**src/logic/vfe_defines.svh**
```systemverilog
/*
 * Data widths, pipeline latency and CSC fixed-point constants
 * for the video front end
 */

`ifndef VFE_DEFINES_SVH
`define VFE_DEFINES_SVH

// Sample and counter widths
`define VFE_PIX_W       8
`define VFE_HCNT_W      12
`define VFE_VCNT_W      11

// Signed intermediate colour value and coefficient widths
`define VFE_CSC_W       11
`define VFE_COEF_W      18
`define VFE_CSC_SHIFT   15

// Input to output latency in pixel clocks
`define VFE_PIPE_LAT    5

// BT.601 YCbCr to RGB coefficients, Q2.15
`define VFE_C601_RCR    18'h0B395
`define VFE_C601_GCB    18'h02C08
`define VFE_C601_GCR    18'h05B64
`define VFE_C601_BCB    18'h0E2F1

// BT.709 YCbCr to RGB coefficients, Q2.15
`define VFE_C709_RCR    18'h0C8F9
`define VFE_C709_GCB    18'h017EF
`define VFE_C709_GCR    18'h03BB2
`define VFE_C709_BCB    18'h0ED84

`endif

```
**src/logic/vfe_pkg.sv**
```systemverilog
/*
 * Shared types of the video front end: width typedefs, the sample,
 * configuration and timing structs, and the colour standard enum
 */

`default_nettype none

`include "vfe_defines.svh"

package vfe_pkg;

    typedef logic [`VFE_PIX_W-1:0]         pix_t;
    typedef logic [`VFE_HCNT_W-1:0]        hcnt_t;
    typedef logic [`VFE_VCNT_W-1:0]        vcnt_t;
    typedef logic signed [`VFE_CSC_W-1:0]  csc_t;
    typedef logic signed [`VFE_COEF_W-1:0] coef_t;

    typedef struct packed {
        pix_t r;
        pix_t g;
        pix_t b;
    } rgb_s;

    // Static timing description, polarity bit set means active high input
    typedef struct packed {
        hcnt_t h_total;
        hcnt_t h_active;
        hcnt_t h_synclen;
        hcnt_t h_backporch;
        vcnt_t v_active;
        vcnt_t v_synclen;
        vcnt_t v_backporch;
        logic  hs_pol;
        logic  vs_pol;
    } timing_cfg_s;

    typedef struct packed {
        logic  hsync;
        logic  vsync;
        logic  de;
        hcnt_t xpos;
        vcnt_t ypos;
        logic  frame_change;
    } timing_s;

    typedef enum logic {
        CSC_BT601 = 1'b0,
        CSC_BT709 = 1'b1
    } csc_std_e;

endpackage

`default_nettype wire

```
**src/logic/sync_timing_gen.sv**
```systemverilog
/*
 * Sync polarity correction, horizontal and vertical counters and
 * regenerated HSYNC, VSYNC, DE and active-area position
 */

`default_nettype none

module sync_timing_gen
    import vfe_pkg::*;
(
    input  wire         PCLK_i,
    input  wire         arst_n_i,
    input  wire         hs_i,
    input  wire         vs_i,
    input  timing_cfg_s cfg_i,
    output timing_s     timing_o
);

    logic  hs_act;
    logic  vs_act;
    logic  hs_prev;
    logic  vs_prev;
    logic  h_edge;
    logic  vs_edge;
    logic  v_pend;
    logic  de_next;
    hcnt_t h_cnt;
    hcnt_t h_start;
    hcnt_t h_end;
    vcnt_t v_cnt;
    vcnt_t v_start;
    vcnt_t v_end;

    // Normalise both syncs to active high
    assign hs_act = cfg_i.hs_pol ? hs_i : ~hs_i;
    assign vs_act = cfg_i.vs_pol ? vs_i : ~vs_i;

    assign h_edge  = hs_prev & ~hs_act;
    assign vs_edge = vs_prev & ~vs_act;

    // Active window boundaries
    assign h_start = cfg_i.h_synclen + cfg_i.h_backporch;
    assign h_end   = h_start + cfg_i.h_active;
    assign v_start = cfg_i.v_synclen + cfg_i.v_backporch;
    assign v_end   = v_start + cfg_i.v_active;

    assign de_next = (h_cnt >= h_start) && (h_cnt < h_end) &&
                     (v_cnt >= v_start) && (v_cnt < v_end);

    always_ff @(posedge PCLK_i or negedge arst_n_i) begin
        if (!arst_n_i) begin
            hs_prev  <= 1'b0;
            vs_prev  <= 1'b0;
            v_pend   <= 1'b0;
            h_cnt    <= '0;
            v_cnt    <= '0;
            timing_o <= '0;
        end else begin
            hs_prev <= hs_act;
            vs_prev <= vs_act;

            timing_o.de           <= de_next;
            timing_o.xpos         <= h_cnt - h_start;
            timing_o.ypos         <= v_cnt - v_start;
            timing_o.frame_change <= 1'b0;

            if (h_edge) begin
                h_cnt          <= '0;
                timing_o.hsync <= 1'b0;

                // Vertical detection lags one line, so the new frame starts at line 1
                if (v_pend) begin
                    v_cnt                 <= vcnt_t'(1);
                    v_pend                <= 1'b0;
                    timing_o.vsync        <= 1'b0;
                    timing_o.frame_change <= 1'b1;
                end else begin
                    v_cnt <= v_cnt + 1'b1;
                    if (v_cnt == cfg_i.v_synclen - 1'b1)
                        timing_o.vsync <= 1'b1;
                end
            end else begin
                h_cnt <= h_cnt + 1'b1;
                if (h_cnt == cfg_i.h_synclen - 1'b1)
                    timing_o.hsync <= 1'b1;
            end

            // Arm the frame start for the next line edge
            if (vs_edge)
                v_pend <= 1'b1;
        end
    end

    a_frame_change_pulse: assert property (@(posedge PCLK_i) disable iff (!arst_n_i)
        timing_o.frame_change |=> !timing_o.frame_change)
        else $error("frame_change held high for more than one cycle");

    a_de_in_line: assert property (@(posedge PCLK_i) disable iff (!arst_n_i)
        de_next |-> (h_cnt < cfg_i.h_total))
        else $error("DE window reaches past h_total");

endmodule

`default_nettype wire

```
**src/logic/ycbcr_rgb_csc.sv**
```systemverilog
/*
 * Five-stage YCbCr to RGB converter with BT.601/BT.709 coefficients,
 * output clamping and a latency-matched bypass
 */

`default_nettype none

`include "vfe_defines.svh"

module ycbcr_rgb_csc
    import vfe_pkg::*;
(
    input  wire      PCLK_i,
    input  wire      arst_n_i,
    input  wire      csc_en_i,
    input  csc_std_e csc_std_i,
    input  rgb_s     pix_i,
    output rgb_s     pix_o
);

    localparam int PROD_W = `VFE_CSC_W + `VFE_COEF_W;

    typedef struct packed {
        coef_t r_cr;
        coef_t g_cb;
        coef_t g_cr;
        coef_t b_cb;
    } coef_set_s;

    typedef struct packed {
        csc_t r_cr;
        csc_t g_cb;
        csc_t g_cr;
        csc_t b_cb;
    } csc_terms_s;

    csc_t       y_s1;
    csc_t       cb_s1;
    csc_t       cr_s1;
    coef_set_s  coef_s1;
    coef_set_s  coef_sel;
    csc_t       y_s2;
    csc_terms_s terms_s2;
    csc_t       y_s3;
    csc_terms_s terms_s3;
    csc_t       r_sum;
    csc_t       g_sum;
    csc_t       b_sum;
    rgb_s       rgb_s4;
    rgb_s       byp_q [4];

    // Signed product scaled back to the intermediate width
    function automatic csc_t mul_shift(csc_t a, coef_t c);
        logic signed [PROD_W-1:0] prod;
        prod = a * c;
        return prod[`VFE_CSC_SHIFT +: `VFE_CSC_W];
    endfunction

    function automatic pix_t clamp(csc_t s);
        if (s < 0)
            return '0;
        else if (s > 255)
            return '1;
        return s[`VFE_PIX_W-1:0];
    endfunction

    always_comb begin
        if (csc_std_i == CSC_BT709) begin
            coef_sel.r_cr = coef_t'(`VFE_C709_RCR);
            coef_sel.g_cb = coef_t'(`VFE_C709_GCB);
            coef_sel.g_cr = coef_t'(`VFE_C709_GCR);
            coef_sel.b_cb = coef_t'(`VFE_C709_BCB);
        end else begin
            coef_sel.r_cr = coef_t'(`VFE_C601_RCR);
            coef_sel.g_cb = coef_t'(`VFE_C601_GCB);
            coef_sel.g_cr = coef_t'(`VFE_C601_GCR);
            coef_sel.b_cb = coef_t'(`VFE_C601_BCB);
        end
    end

    assign r_sum = y_s3 + terms_s3.r_cr;
    assign g_sum = y_s3 - terms_s3.g_cr - terms_s3.g_cb;
    assign b_sum = y_s3 + terms_s3.b_cb;

    always_ff @(posedge PCLK_i or negedge arst_n_i) begin
        if (!arst_n_i) begin
            y_s1     <= '0;
            cb_s1    <= '0;
            cr_s1    <= '0;
            coef_s1  <= '0;
            y_s2     <= '0;
            terms_s2 <= '0;
            y_s3     <= '0;
            terms_s3 <= '0;
            rgb_s4   <= '0;
            pix_o    <= '0;
            for (int i = 0; i < 4; i++)
                byp_q[i] <= '0;
        end else begin
            // Stage 1: Y on G, chroma on B and R with the 128 offset removed
            y_s1    <= csc_t'(pix_i.g);
            cb_s1   <= csc_t'(pix_i.b) - csc_t'(128);
            cr_s1   <= csc_t'(pix_i.r) - csc_t'(128);
            coef_s1 <= coef_sel;

            // Stage 2: chroma products
            y_s2          <= y_s1;
            terms_s2.r_cr <= mul_shift(cr_s1, coef_s1.r_cr);
            terms_s2.g_cb <= mul_shift(cb_s1, coef_s1.g_cb);
            terms_s2.g_cr <= mul_shift(cr_s1, coef_s1.g_cr);
            terms_s2.b_cb <= mul_shift(cb_s1, coef_s1.b_cb);

            // Stage 3: align Y with the products
            y_s3     <= y_s2;
            terms_s3 <= terms_s2;

            // Stage 4: sums with saturation
            rgb_s4.r <= clamp(r_sum);
            rgb_s4.g <= clamp(g_sum);
            rgb_s4.b <= clamp(b_sum);

            // Unconverted sample follows the same number of stages
            byp_q[0] <= pix_i;
            for (int i = 1; i < 4; i++)
                byp_q[i] <= byp_q[i-1];

            // Stage 5: output select
            pix_o <= csc_en_i ? rgb_s4 : byp_q[3];
        end
    end

    a_clamp_r: assert property (@(posedge PCLK_i) disable iff (!arst_n_i)
        (r_sum < 0 || r_sum > 255) |=> (rgb_s4.r == '0 || rgb_s4.r == '1))
        else $error("R channel not saturated");

    a_clamp_g: assert property (@(posedge PCLK_i) disable iff (!arst_n_i)
        (g_sum < 0 || g_sum > 255) |=> (rgb_s4.g == '0 || rgb_s4.g == '1))
        else $error("G channel not saturated");

    a_clamp_b: assert property (@(posedge PCLK_i) disable iff (!arst_n_i)
        (b_sum < 0 || b_sum > 255) |=> (rgb_s4.b == '0 || rgb_s4.b == '1))
        else $error("B channel not saturated");

endmodule

`default_nettype wire

```
**src/logic/timing_delay_line.sv**
```systemverilog
/*
 * Shift register that delays the timing struct to match the colour path
 */

`default_nettype none

module timing_delay_line
    import vfe_pkg::*;
#(
    parameter int DEPTH = 4
) (
    input  wire     PCLK_i,
    input  wire     arst_n_i,
    input  timing_s timing_i,
    output timing_s timing_o
);

    timing_s pipe_q [DEPTH];

    if (DEPTH < 1) begin : g_depth_check
        $error("timing_delay_line needs DEPTH of at least 1");
    end

    // Sync outputs must come out of reset inactive, so every stage is cleared
    always_ff @(posedge PCLK_i or negedge arst_n_i) begin
        if (!arst_n_i) begin
            for (int i = 0; i < DEPTH; i++)
                pipe_q[i] <= '0;
        end else begin
            pipe_q[0] <= timing_i;
            for (int i = 1; i < DEPTH; i++)
                pipe_q[i] <= pipe_q[i-1];
        end
    end

    assign timing_o = pipe_q[DEPTH-1];

endmodule

`default_nettype wire

```
**src/logic/video_frontend_top.sv**
```systemverilog
/*
 * Video front end top level: timing regeneration, timing delay
 * and colour space conversion
 */

`default_nettype none

`include "vfe_defines.svh"

module video_frontend_top
    import vfe_pkg::*;
(
    input  wire         PCLK_i,
    input  wire         arst_n_i,
    input  rgb_s        raw_rgb_i,
    input  wire         hs_i,
    input  wire         vs_i,
    input  timing_cfg_s cfg_i,
    input  wire         csc_en_i,
    input  csc_std_e    csc_std_i,
    output rgb_s        rgb_o,
    output timing_s     timing_o
);

    timing_s stage1_timing;

    // Regenerated timing leaves this block one cycle after sampling
    sync_timing_gen i_sync_timing_gen (
        .PCLK_i   (PCLK_i),
        .arst_n_i (arst_n_i),
        .hs_i     (hs_i),
        .vs_i     (vs_i),
        .cfg_i    (cfg_i),
        .timing_o (stage1_timing)
    );

    // Remaining stages so timing lines up with the converter output
    timing_delay_line #(
        .DEPTH (`VFE_PIPE_LAT - 1)
    ) i_timing_delay_line (
        .PCLK_i   (PCLK_i),
        .arst_n_i (arst_n_i),
        .timing_i (stage1_timing),
        .timing_o (timing_o)
    );

    ycbcr_rgb_csc i_ycbcr_rgb_csc (
        .PCLK_i    (PCLK_i),
        .arst_n_i  (arst_n_i),
        .csc_en_i  (csc_en_i),
        .csc_std_i (csc_std_i),
        .pix_i     (raw_rgb_i),
        .pix_o     (rgb_o)
    );

endmodule

`default_nettype wire

```
**config.mk**
```make
export PLATFORM = sky130hd
export DESIGN_NAME = video_frontend_top
export DESIGN_NICKNAME = d
export VERILOG_FILES = /design/src/logic/vfe_pkg.sv /design/src/logic/sync_timing_gen.sv /design/src/logic/ycbcr_rgb_csc.sv /design/src/logic/timing_delay_line.sv /design/src/logic/video_frontend_top.sv
export VERILOG_INCLUDE_DIRS = /design/src /design/src/logic
export SDC_FILE = /design/constraint.sdc
export NUM_CORES = 1
export LEC_CHECK = 0
export BUFFER_PORTS_ARGS = -buffer_cell sky130_fd_sc_hd__buf_2
export CELL_PAD_IN_SITES_DETAIL_PLACEMENT = 1
export CELL_PAD_IN_SITES_GLOBAL_PLACEMENT = 2
export CORE_MARGIN = 5
export CORE_UTILIZATION = 39
export CTS_CLUSTER_DIAMETER = 30
export DETAILED_ROUTE_END_ITERATION = 8
export GPL_TIMING_DRIVEN = 0
export PLACE_DENSITY_LB_ADDON = 0.1
export RECOVER_POWER = 50
export SYNTH_ARGS = -nofsm -noshare
export SYNTH_HDL_FRONTEND = slang
export SYNTH_SLANG_ARGS = --single-unit
```
**constraint.sdc**
```tcl
create_clock -name PCLK_i -period 5.6 [get_ports PCLK_i]
set_input_delay 1.12 -clock PCLK_i [delete_from_list [all_inputs] [get_ports PCLK_i]]
set_output_delay 1.12 -clock PCLK_i [all_outputs]
set_load 0.02 [all_outputs]
```
==> flow_summary.yaml <==
critical_path:
  cp.arrival_ps: 6030
  rr_startpoint: "i_ycbcr_rgb_csc.coef_s1[14]"
  critPathLaunchType: "flip-flop"
  cp-startpoint: "i_ycbcr_rgb_csc.coef_s1[14]"
  reg2regPathDepth: 19
  worstPathMaxFanout: 6
  required_ps: 6050
  crit_type: "reg2reg"
  end_kind: "flip-flop"
timing:
  min_period_over_period_pct: 99.6
  rsz0062_at_grt: "yes"
  finalHoldViolCount: 0
  worst_slack_ps: 20.6
  skew_ps: 23.5
  fmax_mhz: 179
  setup-violations-final: 0
  worstMarginPinSlew_ps: 3250
  fin_setup_tns_ps: 0
  fin_crit_ps: 5580
  max_slew_margin_pct: -117
  slew_viol_final: 207
cts:
  cts_root_buf: "clkbuf_16"
  htree_num_levels: 3
  clk_pin_slew_worst_paths_ps: 50
  clockBufferDepth: 3
  numClockSinks: 398
  insertion_delay_ps: 600
  cts_buffers: 84
  cts_tree: "done"
  hold_buffers: 0
outcome:
  outcome: "finished with violations"
  violations: "capacitance limit, slew limit"
floorplanning:
  die_area_mm2: 0.0786
  fp-row-count: 99
  die_y_um: 280
  ios: 164
  start_util_pct: 39.2
  core_mm2: 0.0727
  die_width_um: 280
logic_synthesis:
  synth-adder-area-share_pct: 38.2
  synth_top_flop_cell: "dfrtp_1"
  yosysSeqAreaShare_pct: 34.9
  synth_edf_count: 0
  synthCells: 2475
  synth_xor_area_share_pct: 5.04
  yosys.area_share.simple_pct: 6.49
  ys_seq_elements: 398
  synth_top_area_share_pct: 34.9
  avgSynthCellArea_um2: 11.5
  synth.distinct_cells: 74
  yosysWarningCount: 0
  synth-compound-area-share_pct: 7.81
  synthArstFlopShare_pct: 100
  syn-num-nets: 3290
  synth_top_family_by_area: "adder cells"
  yosys.area.top_type: "dfrtp_1"
  ys_top_cells_by_area: "dfrtp_1 35%, fa_1 20%, ha_1 19%, inv_1 5.6%, xnor2_1 2.9%"
  synth_mux_area_share_pct: 0.983
  synth_area_mm2: 0.0285
layout:
  num_antenna_cells: 0
  fin_cells: 3817
  final_nets: 3601
  fill_cells: 7685
  drive_above_1_share_pct: 20.0
  synthToLayoutAreaGrowth_pct: 22.1
  fin_util_pct: 47.9
detailed_routing:
  routed_wl_um: 68300
  vias_per_cell: 4.84
  ant_nets: 0
  drc: 0
  first_iter_violations: 501
  wl_per_cell_um: 17.9
  vias: 18500
  drt-pass1-iter-count: 4
worst_hold_path:
  min-delay-start: "i_ycbcr_rgb_csc.terms_s2[17]"
  hp-class: "reg2reg"
  min_delay_path_depth: 0
pwr:
  peakVddDrop_uv: 408
  power_mw: 16.6
  p_per_area_mw_per_mm2: 476
  p_leak_nw: 17.8
global_routing:
  grt_max_degree: 130
  grt_use_total_pct: 18.1
  antenna_found_initial: 4
  grt_pass1_vias: 21400
  grt_pass1_wl_um: 113000
  grt.overflow.total: 0
placed_design:
  post-place-ws_ps: -1730
  place_inst: 3587
  place.gp.congestion: 0.854
  portBuffers: 150
  dp_hpwl_um: 55100
run:
  cap_violations: 2
-- final timing paths --
path / to / slack (ps)
max: i_ycbcr_rgb_csc.terms_s2[15] / 20
min: i_ycbcr_rgb_csc.terms_s3[17] / 340
max reg2reg: i_ycbcr_rgb_csc.terms_s2[15] / 20
min reg2reg: i_ycbcr_rgb_csc.terms_s3[17] / 340
max in group asynchronous: i_ycbcr_rgb_csc.coef_s1[9] / 1000
min in group asynchronous: i_ycbcr_rgb_csc.byp_q[3] / 500
-- area by class of cell --
| type | count | area (um2) | share of cell area [%] |
|---|---|---|---|
| Buffer | 46 | 369 | 1.06 |
| Tap cell | 959 | 1200 | 3.45 |
| Clock buffer | 103 | 2340 | 6.71 |
| Multi-Input combinational cell | 1607 | 17200 | 49.4 |
| Sequential cell | 398 | 9970 | 28.6 |
| Clock inverter | 55 | 673 | 1.93 |
| Inverter | 423 | 1620 | 4.66 |
| Timing Repair Buffer | 226 | 1450 | 4.16 |
-- cells in the mapped netlist (6+ instances only) --
| library cell | number |
|---|---|
| a211oi_1 | 9 |
| nand4_1 | 14 |
| ha_1 | 423 |
| o21bai_1 | 10 |
| inv_1 | 423 |
| nor3_1 | 38 |
| and3_1 | 13 |
| mux2_2 | 24 |
| a31oi_1 | 7 |
| or3_1 | 11 |
| buf_4 | 27 |
| nand2b_1 | 17 |
| a21o_1 | 47 |
| o21ai_0 | 65 |
| clkbuf_1 | 19 |
| dfrtp_1 | 398 |
| a211o_1 | 6 |
| fa_1 | 279 |
| o21a_1 | 21 |
| o211ai_1 | 7 |
| a21oi_1 | 100 |
| nor2b_1 | 24 |
| nand3_1 | 25 |
| xor2_1 | 70 |
| nand2_1 | 88 |
| nor2_1 | 96 |
| and2_1 | 26 |
| nor4_1 | 11 |
| xnor2_1 | 94 |
-- per-layer routing --
metal | global-route usage, % | vias to the layer above | wire [um]
met1 | 23.6 | 9347 | 29600
met5 | 0 | - | 0
met4 | 4.18 | 0 | 1200
met2 | 32.2 | 297 | 34700
met3 | 2.42 | 74 | 2880
li1 | - | 8758 | -
-- sequential cells by signal, summed over array words and instances (netlist names), 3 cells and up --
signal,count
i_sync_timing_gen.h_cnt,12
i_sync_timing_gen.timing_o,27
i_sync_timing_gen.v_cnt,11
i_timing_delay_line.pipe_q,81
i_timing_delay_line.timing_o,27
i_ycbcr_rgb_csc.byp_q,58
i_ycbcr_rgb_csc.cb_s1,8
i_ycbcr_rgb_csc.coef_s1,3
i_ycbcr_rgb_csc.cr_s1,8
i_ycbcr_rgb_csc.pix_o,24
i_ycbcr_rgb_csc.rgb_s4,24
i_ycbcr_rgb_csc.terms_s2,44
i_ycbcr_rgb_csc.terms_s3,44
i_ycbcr_rgb_csc.y_s1,8
i_ycbcr_rgb_csc.y_s2,8
i_ycbcr_rgb_csc.y_s3,8
-- report_power, final --
part           internal, mW  total, mW  switching [mW]  leakage [nW]
Combinational          3.35       7.37            4.02          11.6
Clock                  3.47       5.13            1.66          1.46
Sequential             3.73       4.06           0.329          4.73
Total                  10.5       16.6            6.01          17.8
-- stage by stage --
stage          hold WS [ps]  area (um2)
3_3_place_gp            333       30500
5_1_grt                 338       34800
2_1_floorplan           331       28500
6_report                337       34800
3_5_place_dp            336       30500
4_1_cts                 337       34400
-- repair_timing --
item / 4_1_cts / 5_1_grt
pin swaps: 44 / 50
cloned: 3 / 0
resized for setup: 115 / 67
buffers inserted: 49 / 21
endpoints found under the setup margin: 45 / 25
-- worst max-delay path: stages, from the launching register on --
cell and delay, ps:
dfrtp_1 410, clkbuf_16 190, clkbuf_16 180, and2_4 170
fa_2 610, inv_2 50, fa_1 570, inv_2 50
fa_1 520, fa_1 600, ha_4 220, ha_4 210
a21o_1 170, a211o_4 370, a211oi_4 290, nor2_2 80
o21a_1 190, o31a_1 300, mux2i_1 180, nand2_1 70
-- logic make-up (layout without fill, tap and decap cells) --
logic type               after synthesis  after routing
AO/OA/AOI/OAI                        337            337
XOR/XNOR                             164            164
adder cells (fa/ha/maj)              702            702
buffers and inverters                470            853
flip-flops                           398            398
multiplexers                          25             25
other                                  1              1
AND/OR/NAND/NOR                      378            378
-- cells in the final DEF (no fill, tap or decap), types with 18 or more instances in the layout --
cell type,instances
a21o_1,47
a21oi_1,92
buf_2,144
buf_4,90
clkbuf_1,23
clkbuf_16,91
dfrtp_1,394
fa_1,270
ha_1,411
inv_1,393
inv_2,21
inv_6,18
mux2_2,24
nand2_1,70
nand3_1,25
nor2_1,95
nor2b_1,19
nor3_1,37
o21a_1,21
o21ai_0,59
xnor2_1,92
xor2_1,70
Note: power is estimated with default switching activity, not from simulation.
